$ cat src/logic/pat_cfg.svh
`ifndef PAT_CFG_SVH
`define PAT_CFG_SVH

// ============================================================
// core sizing
// ============================================================

`define PAT_I_WIDTH         20  // one instruction word
`define PAT_I_ADR_WIDTH     10  // program address space
`define PAT_D_WIDTH         8   // accumulator, field and memory data

// data memory
`define PAT_DMEM_DEPTH      16  // words
`define PAT_DMEM_ADR_WIDTH  4   // log2 of the depth

// field port
`define PAT_FIELDP_WIDTH    5   // field read/write pointer
`define PAT_BUFP_WIDTH      3   // buffer select driven by setb

// younger instructions dropped behind a taken bf
// covers decode reg, fetch reg and the word on i_instr
`define PAT_BRANCH_SHADOW   3

`endif

$ cat src/logic/pat_isa_pkg.sv
`default_nettype none

`include "pat_cfg.svh"

package pat_isa_pkg;

	// i8 opcodes, top nibble of the low byte pair
	typedef enum logic [3:0] {
		OP8_OR   = 4'h0,
		OP8_AND  = 4'h1,
		OP8_ADDM = 4'h2,
		OP8_SUBM = 4'h3,
		OP8_ADD  = 4'h4,
		OP8_SUB  = 4'h5,
		OP8_LDI  = 4'h6,
		OP8_LDM  = 4'h7,
		OP8_BF   = 4'h8,  // relative forward branch
		OP8_STM  = 4'hB,
		OP8_ORM  = 4'hD,
		OP8_ANDM = 4'hE,
		OP8_ESC  = 4'hF   // escape into i3 space
	} op8_e;

	// i3 opcodes live in imm[7:4]
	typedef enum logic [3:0] {
		OP3_SHL  = 4'h0,
		OP3_SHLO = 4'h1,
		OP3_SHR  = 4'h2,
		OP3_ASR  = 4'h3,
		OP3_IN   = 4'h5,
		OP3_OUT  = 4'h8,
		OP3_SETB = 4'h9,
		OP3_ESC  = 4'hF   // escape into i0 space
	} op3_e;

	// i0 opcodes live in imm[3:0]
	typedef enum logic [3:0] {
		OP0_NOT  = 4'h0,
		OP0_MOV  = 4'h1,
		OP0_TEST = 4'h2,
		OP0_NOP  = 4'hF
	} op0_e;

	typedef enum logic [1:0] {
		COND_AL  = 2'd0,
		COND_Z   = 2'd1,
		COND_N   = 2'd2,
		COND_AL2 = 2'd3   // also always
	} cond_e;

	// lane function, shared by both lanes
	typedef enum logic [3:0] {
		ALU_PASS_B, ALU_OR, ALU_AND, ALU_NOT, ALU_ADD,
		ALU_SUB, ALU_SHL, ALU_SHLO, ALU_SHR, ALU_ASR
	} alu_op_e;

	typedef struct packed {
		logic [`PAT_FIELDP_WIDTH-1:0] fieldp;
		cond_e                        cond;
		logic                         field_op;  // 1: field path, 0: acc
		op8_e                         op8;
		logic [`PAT_D_WIDTH-1:0]      imm;
	} instr_t;

	// decode stage word handed to commit
	typedef struct packed {
		alu_op_e                      alu_op;
		cond_e                        cond;
		logic                         field_op;
		logic                         dest_acc;
		logic                         dest_field;
		logic                         dest_dmem;
		logic                         is_branch;
		logic                         is_test;
		logic                         is_out;
		logic                         is_setb;
		logic                         is_mov;
		logic                         src_in;
		logic [`PAT_D_WIDTH-1:0]      imm;      // raw, setb and stm need the full byte
		logic [`PAT_I_ADR_WIDTH-1:0]  addr;     // own address, branch base
		logic [`PAT_FIELDP_WIDTH-1:0] fieldp;
	} decoded_t;

	localparam instr_t NOP_INSTR = '{fieldp: '0, cond: COND_AL, field_op: 1'b0,
		op8: OP8_ESC, imm: 8'hFF};

endpackage

`default_nettype wire

$ cat src/logic/pat_bus_pkg.sv
`default_nettype none

`include "pat_cfg.svh"

package pat_bus_pkg;

	// everything leaving the core toward the field buffers
	typedef struct packed {
		logic [`PAT_FIELDP_WIDTH-1:0] fieldp;   // read pointer, fetch stage
		logic [`PAT_FIELDP_WIDTH-1:0] fieldwp;  // write pointer, commit stage
		logic                         we_low;
		logic                         we_high;
		logic [`PAT_D_WIDTH-1:0]      wdata;
	} field_port_t;

	typedef struct packed {
		logic [`PAT_D_WIDTH-1:0] a;
		logic [`PAT_D_WIDTH-1:0] b;
		pat_isa_pkg::alu_op_e    op;
	} lane_in_t;

	typedef struct packed {
		logic                           we;
		logic [`PAT_DMEM_ADR_WIDTH-1:0] adr;
		logic [`PAT_D_WIDTH-1:0]        data;
	} dmem_wr_t;

endpackage

`default_nettype wire

$ cat src/logic/pat_alu_lane.sv
`timescale 1ns/10ps
`default_nettype none

`include "pat_cfg.svh"

module pat_alu_lane (
	input  pat_bus_pkg::lane_in_t   i_lane,
	output logic [`PAT_D_WIDTH-1:0] o_y
);

	logic [2:0]              sh;         // shift distance from low bits of b
	logic [`PAT_D_WIDTH-1:0] ones_fill;  // vacated positions for shlo

	assign sh = i_lane.b[2:0];
	assign ones_fill = ~({`PAT_D_WIDTH{1'b1}} << sh);

	always_comb
	begin
		case (i_lane.op)
			pat_isa_pkg::ALU_PASS_B: o_y = i_lane.b;               // ldi, ldm
			pat_isa_pkg::ALU_OR:     o_y = i_lane.a | i_lane.b;
			pat_isa_pkg::ALU_AND:    o_y = i_lane.a & i_lane.b;
			pat_isa_pkg::ALU_NOT:    o_y = ~i_lane.a;
			pat_isa_pkg::ALU_ADD:    o_y = i_lane.a + i_lane.b;   // wraps at data width
			pat_isa_pkg::ALU_SUB:    o_y = i_lane.a - i_lane.b;
			pat_isa_pkg::ALU_SHL:    o_y = i_lane.a << sh;
			pat_isa_pkg::ALU_SHLO:   o_y = (i_lane.a << sh) | ones_fill;
			pat_isa_pkg::ALU_SHR:    o_y = i_lane.a >> sh;
			pat_isa_pkg::ALU_ASR:    o_y = $signed(i_lane.a) >>> sh;  // sign bit kept
			default:                 o_y = i_lane.b;
		endcase
	end

endmodule

`default_nettype wire

$ cat src/logic/pat_commit.sv
`timescale 1ns/10ps
`default_nettype none

`include "pat_cfg.svh"

module pat_commit (
	input  logic                          clk,
	input  logic                          reset,
	input  pat_isa_pkg::decoded_t         i_dec,
	input  logic [`PAT_D_WIDTH-1:0]       i_acc_y,      // lane 0 result
	input  logic [`PAT_D_WIDTH-1:0]       i_field_y,    // lane 1 result
	input  logic [`PAT_D_WIDTH-1:0]       i_field_val,  // registered field read
	input  logic [`PAT_D_WIDTH-1:0]       i_inputs,
	output logic [`PAT_D_WIDTH-1:0]       o_acc,
	output logic                          o_high_sel,
	output logic [`PAT_BUFP_WIDTH-1:0]    o_bufp,
	output logic                          o_field_we_low,
	output logic                          o_field_we_high,
	output logic [`PAT_FIELDP_WIDTH-1:0]  o_fieldwp,
	output logic [`PAT_D_WIDTH-1:0]       o_field_wdata,
	output pat_bus_pkg::dmem_wr_t         o_dmem_wr,
	output logic                          o_branch,
	output logic [`PAT_I_ADR_WIDTH-1:0]   o_branch_target,
	output logic [`PAT_D_WIDTH-1:0]       o_outputs
);

	localparam int SHW = $clog2(`PAT_BRANCH_SHADOW + 1);

	logic [`PAT_D_WIDTH-1:0]     acc_q, acc_d;
	logic                        z_q, n_q;          // flags, written by test only
	logic [SHW-1:0]              shadow_q;          // squash count behind a taken bf
	logic                        cond_ok;
	logic                        commit_en;
	logic [`PAT_D_WIDTH-1:0]     field_d;
	logic [`PAT_D_WIDTH-1:0]     test_val;
	logic [`PAT_I_ADR_WIDTH-1:0] target_d;

	// ============================================================
	// condition check and result select
	// ============================================================

	always_comb
	begin
		case (i_dec.cond)
			pat_isa_pkg::COND_Z: cond_ok = z_q;
			pat_isa_pkg::COND_N: cond_ok = n_q;
			default:             cond_ok = 1'b1;  // al and al2
		endcase
	end

	assign commit_en = cond_ok && (shadow_q == '0);

	assign acc_d = i_dec.src_in ? i_inputs : i_dec.is_mov ? i_field_val : i_acc_y;
	assign field_d = i_dec.is_mov ? acc_q : i_dec.src_in ? i_inputs : i_field_y;
	assign test_val = i_dec.field_op ? i_field_val : acc_q;
	// forward offset is sign extended from the byte immediate
	assign target_d = i_dec.addr +
		{{(`PAT_I_ADR_WIDTH-`PAT_D_WIDTH){i_dec.imm[`PAT_D_WIDTH-1]}}, i_dec.imm};

	// store lands on this edge so a load two slots later sees it
	assign o_dmem_wr.we = commit_en && i_dec.dest_dmem;
	assign o_dmem_wr.adr = i_dec.imm[`PAT_DMEM_ADR_WIDTH-1:0];
	assign o_dmem_wr.data = i_dec.field_op ? i_field_val : acc_q;

	// ============================================================
	// architectural state
	// ============================================================

	always_ff @(posedge clk)
	begin
		if (reset)
		begin
			acc_q <= '0;
			z_q <= 1'b0;
			n_q <= 1'b0;
			o_high_sel <= 1'b0;
			o_bufp <= '0;
			o_outputs <= '0;
			shadow_q <= '0;
			o_field_we_low <= 1'b0;
			o_field_we_high <= 1'b0;
			o_branch <= 1'b0;
		end
		else
		begin
			o_field_we_low <= commit_en && i_dec.dest_field && !o_high_sel;
			o_field_we_high <= commit_en && i_dec.dest_field && o_high_sel;
			o_branch <= commit_en && i_dec.is_branch;  // single cycle pulse
			if (commit_en && i_dec.is_branch)
				shadow_q <= SHW'(`PAT_BRANCH_SHADOW);
			else if (shadow_q != '0)
				shadow_q <= shadow_q - 1'b1;
			if (commit_en)
			begin
				if (i_dec.dest_acc)
					acc_q <= acc_d;
				if (i_dec.is_test)
				begin
					z_q <= (test_val == '0);
					n_q <= test_val[`PAT_D_WIDTH-1];
				end
				if (i_dec.is_out)
					o_outputs <= acc_q;
				if (i_dec.is_setb)
				begin
					o_bufp <= i_dec.imm[`PAT_BUFP_WIDTH-1:0];
					o_high_sel <= i_dec.imm[`PAT_BUFP_WIDTH];  // bit 3 picks high side
				end
			end
		end
		o_fieldwp <= i_dec.fieldp;   // write pointer rides with the instruction
		o_field_wdata <= field_d;
		o_branch_target <= target_d;
	end

	assign o_acc = acc_q;

	// one buffer side per write
	a_we_onehot: assert property (@(posedge clk) disable iff (reset)
		!(o_field_we_low && o_field_we_high));

	// no second branch can take while the first one's shadow drains
	a_branch_shadow: assert property (@(posedge clk) disable iff (reset)
		$rose(o_branch) |-> ($past(shadow_q) == '0));

endmodule

`default_nettype wire

$ cat src/logic/pat_core.sv
`timescale 1ns/10ps
`default_nettype none

`include "pat_cfg.svh"

module pat_core (
	input  logic                        clk,
	input  logic                        reset,
	input  pat_isa_pkg::instr_t         i_instr,
	input  logic [`PAT_D_WIDTH-1:0]     i_field_low,
	input  logic [`PAT_D_WIDTH-1:0]     i_field_high,
	input  logic [`PAT_D_WIDTH-1:0]     i_inputs,
	output logic [`PAT_I_ADR_WIDTH-1:0] o_pc,
	output logic                        o_jump,
	output logic [`PAT_BUFP_WIDTH-1:0]  o_bufp,
	output pat_bus_pkg::field_port_t    o_field,
	output logic [`PAT_D_WIDTH-1:0]     o_outputs
);

	logic [`PAT_D_WIDTH-1:0]        dmem_rdata, acc, wdata;
	logic [`PAT_DMEM_ADR_WIDTH-1:0] dmem_radr;
	logic [`PAT_FIELDP_WIDTH-1:0]   fieldp, fieldwp;
	pat_bus_pkg::lane_in_t [1:0]    dec_lanes, lane_in;
	logic [1:0][`PAT_D_WIDTH-1:0]   lane_y;       // 0: acc lane, 1: field lane
	pat_isa_pkg::decoded_t          dec;
	pat_bus_pkg::dmem_wr_t          dmem_wr;
	logic                           high_sel, we_low, we_high, branch;
	logic [`PAT_I_ADR_WIDTH-1:0]    target;

	pat_program_counter u_pc (.clk, .reset, .i_branch(branch), .i_target(target), .o_pc);

	pat_decode u_decode (.clk, .reset, .i_instr, .i_pc(o_pc), .i_dmem_rdata(dmem_rdata),
		.i_field_low, .i_field_high, .i_high_sel(high_sel), .o_fieldp(fieldp),
		.o_dmem_radr(dmem_radr), .o_lanes(dec_lanes), .o_dec(dec));

	// acc lane reads the live accumulator
	assign lane_in[0] = '{a: acc, b: dec_lanes[0].b, op: dec_lanes[0].op};
	assign lane_in[1] = dec_lanes[1];

	genvar g;
	generate
		for (g = 0; g < 2; g++)
		begin : g_lane
			pat_alu_lane u_lane (.i_lane(lane_in[g]), .o_y(lane_y[g]));
		end
	endgenerate

	pat_commit u_commit (.clk, .reset, .i_dec(dec), .i_acc_y(lane_y[0]), .i_field_y(lane_y[1]),
		.i_field_val(dec_lanes[1].a), .i_inputs, .o_acc(acc), .o_high_sel(high_sel), .o_bufp,
		.o_field_we_low(we_low), .o_field_we_high(we_high), .o_fieldwp(fieldwp),
		.o_field_wdata(wdata), .o_dmem_wr(dmem_wr), .o_branch(branch),
		.o_branch_target(target), .o_outputs);

	pat_data_mem u_dmem (.clk, .i_radr(dmem_radr), .i_wr(dmem_wr), .o_rdata(dmem_rdata));

	assign o_jump = branch;
	assign o_field = '{fieldp: fieldp, fieldwp: fieldwp, we_low: we_low, we_high: we_high,
		wdata: wdata};

endmodule

`default_nettype wire

$ cat src/logic/pat_data_mem.sv
`timescale 1ns/10ps
`default_nettype none

`include "pat_cfg.svh"

module pat_data_mem (
	input  logic                           clk,
	input  logic [`PAT_DMEM_ADR_WIDTH-1:0] i_radr,
	input  pat_bus_pkg::dmem_wr_t          i_wr,
	output logic [`PAT_D_WIDTH-1:0]        o_rdata
);

	logic [`PAT_D_WIDTH-1:0] mem [`PAT_DMEM_DEPTH];

	assign o_rdata = mem[i_radr];  // read in the decode cycle

	always_ff @(posedge clk)
	begin
		if (i_wr.we)
			mem[i_wr.adr] <= i_wr.data;
	end

endmodule

`default_nettype wire

$ cat src/logic/pat_decode.sv
`timescale 1ns/10ps
`default_nettype none

`include "pat_cfg.svh"

module pat_decode (
	input  logic                           clk,
	input  logic                           reset,
	input  pat_isa_pkg::instr_t            i_instr,
	input  logic [`PAT_I_ADR_WIDTH-1:0]    i_pc,          // address of i_instr
	input  logic [`PAT_D_WIDTH-1:0]        i_dmem_rdata,
	input  logic [`PAT_D_WIDTH-1:0]        i_field_low,
	input  logic [`PAT_D_WIDTH-1:0]        i_field_high,
	input  logic                           i_high_sel,
	output logic [`PAT_FIELDP_WIDTH-1:0]   o_fieldp,
	output logic [`PAT_DMEM_ADR_WIDTH-1:0] o_dmem_radr,
	output pat_bus_pkg::lane_in_t [1:0]    o_lanes,
	output pat_isa_pkg::decoded_t          o_dec
);

	pat_isa_pkg::instr_t           fetch_q;     // fetch register
	logic [`PAT_I_ADR_WIDTH-1:0]   fetch_pc_q;
	pat_isa_pkg::op3_e             op3;
	pat_isa_pkg::op0_e             op0;
	logic                          is_i8, is_i3;
	logic                          dest_reg;    // result lands in acc or field
	logic                          src_dmem;
	pat_isa_pkg::decoded_t         dec_d, dec_q;
	logic [`PAT_D_WIDTH-1:0]       b_d, b_q;    // shared lane operand b
	logic [`PAT_D_WIDTH-1:0]       fval_q;      // field value, lane 1 operand a

	// ============================================================
	// format split by escape prefix
	// ============================================================

	assign op3 = pat_isa_pkg::op3_e'(fetch_q.imm[7:4]);
	assign op0 = pat_isa_pkg::op0_e'(fetch_q.imm[3:0]);
	assign is_i8 = (fetch_q.op8 != pat_isa_pkg::OP8_ESC);
	assign is_i3 = !is_i8 && (op3 != pat_isa_pkg::OP3_ESC);  // else i0

	always_comb
	begin
		dec_d = '0;                                // nop unless matched
		dec_d.cond = fetch_q.cond;
		dec_d.field_op = fetch_q.field_op;
		dec_d.imm = fetch_q.imm;
		dec_d.addr = fetch_pc_q;
		dec_d.fieldp = fetch_q.fieldp;
		dest_reg = 1'b0;
		src_dmem = 1'b0;
		if (is_i8)
		begin
			case (fetch_q.op8)
				pat_isa_pkg::OP8_OR:   begin dec_d.alu_op = pat_isa_pkg::ALU_OR;  dest_reg = 1'b1; end
				pat_isa_pkg::OP8_AND:  begin dec_d.alu_op = pat_isa_pkg::ALU_AND; dest_reg = 1'b1; end
				pat_isa_pkg::OP8_ADD:  begin dec_d.alu_op = pat_isa_pkg::ALU_ADD; dest_reg = 1'b1; end
				pat_isa_pkg::OP8_SUB:  begin dec_d.alu_op = pat_isa_pkg::ALU_SUB; dest_reg = 1'b1; end
				pat_isa_pkg::OP8_ORM:  begin dec_d.alu_op = pat_isa_pkg::ALU_OR;  dest_reg = 1'b1; src_dmem = 1'b1; end
				pat_isa_pkg::OP8_ANDM: begin dec_d.alu_op = pat_isa_pkg::ALU_AND; dest_reg = 1'b1; src_dmem = 1'b1; end
				pat_isa_pkg::OP8_ADDM: begin dec_d.alu_op = pat_isa_pkg::ALU_ADD; dest_reg = 1'b1; src_dmem = 1'b1; end
				pat_isa_pkg::OP8_SUBM: begin dec_d.alu_op = pat_isa_pkg::ALU_SUB; dest_reg = 1'b1; src_dmem = 1'b1; end
				pat_isa_pkg::OP8_LDI:  dest_reg = 1'b1;             // pass_b of the immediate
				pat_isa_pkg::OP8_LDM:  begin dest_reg = 1'b1; src_dmem = 1'b1; end
				pat_isa_pkg::OP8_BF:   dec_d.is_branch = 1'b1;
				pat_isa_pkg::OP8_STM:  dec_d.dest_dmem = 1'b1;
				default: ;                                           // unused slots act as nop
			endcase
		end
		else if (is_i3)
		begin
			case (op3)
				pat_isa_pkg::OP3_SHL:  begin dec_d.alu_op = pat_isa_pkg::ALU_SHL;  dest_reg = 1'b1; end
				pat_isa_pkg::OP3_SHLO: begin dec_d.alu_op = pat_isa_pkg::ALU_SHLO; dest_reg = 1'b1; end
				pat_isa_pkg::OP3_SHR:  begin dec_d.alu_op = pat_isa_pkg::ALU_SHR;  dest_reg = 1'b1; end
				pat_isa_pkg::OP3_ASR:  begin dec_d.alu_op = pat_isa_pkg::ALU_ASR;  dest_reg = 1'b1; end
				pat_isa_pkg::OP3_IN:   begin dec_d.src_in = 1'b1; dest_reg = 1'b1; end
				pat_isa_pkg::OP3_OUT:  dec_d.is_out = 1'b1;
				pat_isa_pkg::OP3_SETB: dec_d.is_setb = 1'b1;
				default: ;
			endcase
		end
		else
		begin
			case (op0)
				pat_isa_pkg::OP0_NOT:  begin dec_d.alu_op = pat_isa_pkg::ALU_NOT; dest_reg = 1'b1; end
				pat_isa_pkg::OP0_MOV:  begin dec_d.is_mov = 1'b1; dest_reg = 1'b1; end  // direction by field_op
				pat_isa_pkg::OP0_TEST: dec_d.is_test = 1'b1;
				default: ;                                           // nop
			endcase
		end
		dec_d.dest_acc = dest_reg && !fetch_q.field_op;
		dec_d.dest_field = dest_reg && fetch_q.field_op;
	end

	// memory data for the *m ops, i3 immediates are only 3 bits wide
	assign b_d = src_dmem ? i_dmem_rdata :
		is_i8 ? fetch_q.imm : {{(`PAT_D_WIDTH-3){1'b0}}, fetch_q.imm[2:0]};

	// ============================================================
	// fetch and decode registers
	// ============================================================

	always_ff @(posedge clk)
	begin
		if (reset)
		begin
			fetch_q <= pat_isa_pkg::NOP_INSTR;
			dec_q <= '0;                        // decoded nop
		end
		else
		begin
			fetch_q <= i_instr;
			dec_q <= dec_d;
		end
		fetch_pc_q <= i_pc;
		b_q <= b_d;
		fval_q <= i_high_sel ? i_field_high : i_field_low;
	end

	assign o_fieldp = fetch_q.fieldp;          // field read in the decode cycle
	assign o_dmem_radr = fetch_q.imm[`PAT_DMEM_ADR_WIDTH-1:0];
	assign o_dec = dec_q;
	// lane 0 takes the accumulator at the top level
	assign o_lanes[0] = '{a: '0, b: b_q, op: dec_q.alu_op};
	assign o_lanes[1] = '{a: fval_q, b: b_q, op: dec_q.alu_op};

endmodule

`default_nettype wire

$ cat src/logic/pat_program_counter.sv
`timescale 1ns/10ps
`default_nettype none

`include "pat_cfg.svh"

module pat_program_counter (
	input  logic                        clk,
	input  logic                        reset,
	input  logic                        i_branch,
	input  logic [`PAT_I_ADR_WIDTH-1:0] i_target,
	output logic [`PAT_I_ADR_WIDTH-1:0] o_pc
);

	logic [`PAT_I_ADR_WIDTH-1:0] pc_q;

	always_ff @(posedge clk)
	begin
		if (reset)
			pc_q <= '0;
		else if (i_branch)
			pc_q <= i_target;    // redirect from commit
		else
			pc_q <= pc_q + 1'b1;  // one fetch per cycle
	end

	assign o_pc = pc_q;

	// program memory address never goes unknown once running
	a_pc_known: assert property (@(posedge clk) disable iff (reset) !$isunknown(pc_q));

endmodule

`default_nettype wire

$ cat config.mk
export PLATFORM = sky130hd
export DESIGN_NAME = pat_core
export DESIGN_NICKNAME = d
export VERILOG_FILES = /design/src/logic/pat_isa_pkg.sv /design/src/logic/pat_bus_pkg.sv /design/src/logic/pat_alu_lane.sv /design/src/logic/pat_commit.sv /design/src/logic/pat_core.sv /design/src/logic/pat_data_mem.sv /design/src/logic/pat_decode.sv /design/src/logic/pat_program_counter.sv
export VERILOG_INCLUDE_DIRS = /design/src /design/src/logic
export SDC_FILE = /design/constraint.sdc
export NUM_CORES = 1
export LEC_CHECK = 0
export CAP_MARGIN = 30
export CORE_MARGIN = 2
export CORE_UTILIZATION = 45
export DETAILED_ROUTE_END_ITERATION = 8
export DONT_BUFFER_PORTS = 1
export HOLD_SLACK_MARGIN = 0.12
export SYNTH_ARGS = -nofsm -noshare
export SYNTH_HDL_FRONTEND = slang
export SYNTH_SLANG_ARGS = --single-unit
$ cat constraint.sdc
create_clock -name clk -period 7.64 [get_ports clk]
set_clock_uncertainty 0.1 [all_clocks]
set_input_delay 1.528 -clock clk [delete_from_list [all_inputs] [get_ports clk]]
set_output_delay 1.528 -clock clk [all_outputs]
set_load 0.05 [all_outputs]
==> results.yml <==
clock_network:
  clk_pin_slew_worst_paths_ns: 0.06
  htree_levels: 1
  hold_buffers: 0
  cts.path.max_buffers: 3
  cts_tree: "done"
  cts_root_buf: "clkbuf_16"
  cts_resized: 0
  post-cts-setup-buffer-count: 0
  clk_latency_ns: 0.57
  cts_buffers: 28
  numClockSinks: 273
cells_and_area:
  diodes: 0
  drive_above_1_share: 0.139
  postLayoutCoreUtil: 0.494
  syn_to_final_growth_pct: 8.87
  layout.nets: 1195
sta:
  maxSlewViolCount: 0
  slew_headroom: 0.333
  worst_pin_slew_ns: 0.999
  max_freq_mhz: 251
  rsz0062_at_grt: "no"
  finalSetupViolCount: 0
  tns_ns: 0
  layout_min_cycle_time_ns: 3.99
  finalCritPeriodShare: 0.522
  hold_viol_final: 0
synth:
  synth.top_cell.area_share: 0.297
  async_reset_ff_frac: 0
  synth_nets: 1237
  synth_cell_type_count: 77
  synth-seq-cells: 273
  ys_warn_count: 0
  synth-edff-count: 128
  yosysSeqAreaShare: 0.521
  synthFlopType: "dfxtp_1"
  yosys-top-cells-area: "edfxtp_1 30%, dfxtp_1 22%, mux4_2 8.7%"
  syn_inst: 1162
  yosysTopAreaCell: "edfxtp_1"
  ys_top_cells_by_count: "145 x dfxtp_1, 128 x edfxtp_1, 102 x nor2_1"
  syn_area_per_cell_um2: 11.1
  synth_most_common_cell: "dfxtp_1"
  syn_area_um2: 12900
routing:
  vias: 8836
  wl_um: 33000
  antenna_left: 0
  drc: 0
  vias_per_cell: 5.79
  routedWlPerCell_um: 21.7
  drt_iter0_drc: 792
  first_pass_iters: 5
place:
  dp_hpwl_um: 22500
  routabilityCongestion: 0.929
  io_buffers: 0
grt:
  grt_remaining_overflow: 0
  grt_max_degree: 90
  antenna_found_initial: 1
  grt_pass1_vias: 8414
  grt_usage: 0.216
  grt_pass1_wl_um: 50600
pwr:
  worst_ir_drop_vdd_mv: 0.169
  p_int_uw: 2590
  combPwrFrac: 0.150
  power.switching_uw: 1010
  clockPowerShare: 0.371
  p_seq_frac: 0.479
  p_leak_uw: 0.00507
  p_per_area_nw_per_um2: 256
  swShare: 0.282
worst_setup_path:
  cp-start-kind: "flip-flop"
  reg2reg_from: "u_decode.o_dec[35]$_SDFF_PP0_"
  crit_arrival_ns: 4.34
  startpoint: "u_decode.o_dec[35]$_SDFF_PP0_"
  cp-end-kind: "flip-flop"
  worstSetupPathType: "reg -> reg"
  required_ns: 7.99
  path_max_fanout: 19
die:
  ios: 88
  die_w_um: 174
  core-area_um2: 28500
  initial_core_util: 0.454
  die_h_um: 174
  die_area_um2: 30100
  placementRows: 62
job:
  drv_cap: 0
outcome:
  status: "complete, no violations"
hold_path:
  hp-class: "reg -> reg"
  min-delay-start: "u_decode.o_dec[4]$_SDFF_PP0_"
layout by cell type, fill, tap and decap left out, drive strengths merged, types with 22 or more instances in the layout:
master,netlist,final
dfxtp,145,145
edfxtp,128,128
nor2,102,102
nand2,98,98
a21oi,76,76
o21ai,52,52
mux4,50,50
clkbuf,67,42
inv,37,39
nor2b,38,38
xnor2,30,30
ha,28,28
nand3,26,26
mux2i,26,26
nor3,22,22
power by group through the flow:
stage	Clock, µW	Sequential (µW)	Combinational, µW
2_1_floorplan	0	1700	442
3_3_place_gp	0	1760	529
3_5_place_dp	0	1750	535
4_1_cts	1360	1720	538
5_1_grt	1430	1730	593
6_report	1330	1730	541
sequential cells by signal, summed over array words and instances (netlist names), 5 cells and up:
signal / flops
u_dmem.mem: 128
u_decode.o_dec: 39
u_commit.o_branch_target: 10
u_decode.fetch_pc_q: 10
u_pc.o_pc: 10
u_commit.o_acc: 8
u_commit.o_field_wdata: 8
u_commit.o_outputs: 8
u_decode.b_q: 8
u_decode.fval_q: 8
u_decode.dec_d: 7
u_commit.o_fieldwp: 5
u_decode.o_fieldp: 5
stage by stage:
stage               worst slack [ns]  total power [µW]  area [µm²]  std cells  hold WS, ns
global route                    3.45              3750       14100       1526        0.240
finish                          3.65              3600       14100       1526        0.226
floorplan                       3.94              2140       12900       1162        0.210
detailed placement              3.73              2290       13200       1473        0.213
CTS                             3.73              3620       14100       1525        0.228
global placement                3.84              2280       13200       1471        0.210
area by class of cell:
cell class	instances	area, µm²
Multi-Input combinational cell	759	5650
Tap cell	384	480
Timing Repair Buffer	20	154
Fill cell	2581	14500
Clock buffer	42	803
Clock inverter	10	115
Inverter	38	143
Sequential cell	273	6750
routing by layer:
metal,GRT usage,vias up,routed length [µm]
met5,0,-,0
met4,0.0844,0,1390
met3,0.0344,85,2030
met2,0.345,328,15100
met1,0.298,4287,14500
li1,-,4136,-
path summary, 6_finish.rpt:
check / endpoint / slack, ns / cells past startpoint
max: u_commit.o_field_wdata[4]$_DFF_P_ / 3.65 / 11
min: u_commit.o_fieldwp[4]$_DFF_P_ / 0.23 / 0
max reg2reg: u_commit.o_field_wdata[4]$_DFF_P_ / 3.65 / 11
min reg2reg: u_commit.o_fieldwp[4]$_DFF_P_ / 0.23 / 0
kinds of logic after synthesis:
group | synth area share
AND/OR/NAND/NOR | 0.130
flip-flops | 0.521
AO/OA/AOI/OAI | 0.119
buffers and inverters | 0.0425
multiplexers | 0.126
XOR/XNOR | 0.0303
adder cells (fa/ha/maj) | 0.0318
critical path, stage by stage, from the launching register on:
cell and delay, ns:
dfxtp_1 0.72, nor4bb_4 0.91, mux2i_4 0.46, xor2_1 0.11, ha_1 0.20, a21oi_1 0.25
o21ai_0 0.12, a221oi_1 0.36, nor2_1 0.10, xnor2_1 0.17, a21oi_1 0.08, o31ai_1 0.31
Note: power is estimated with default switching activity, not from simulation.
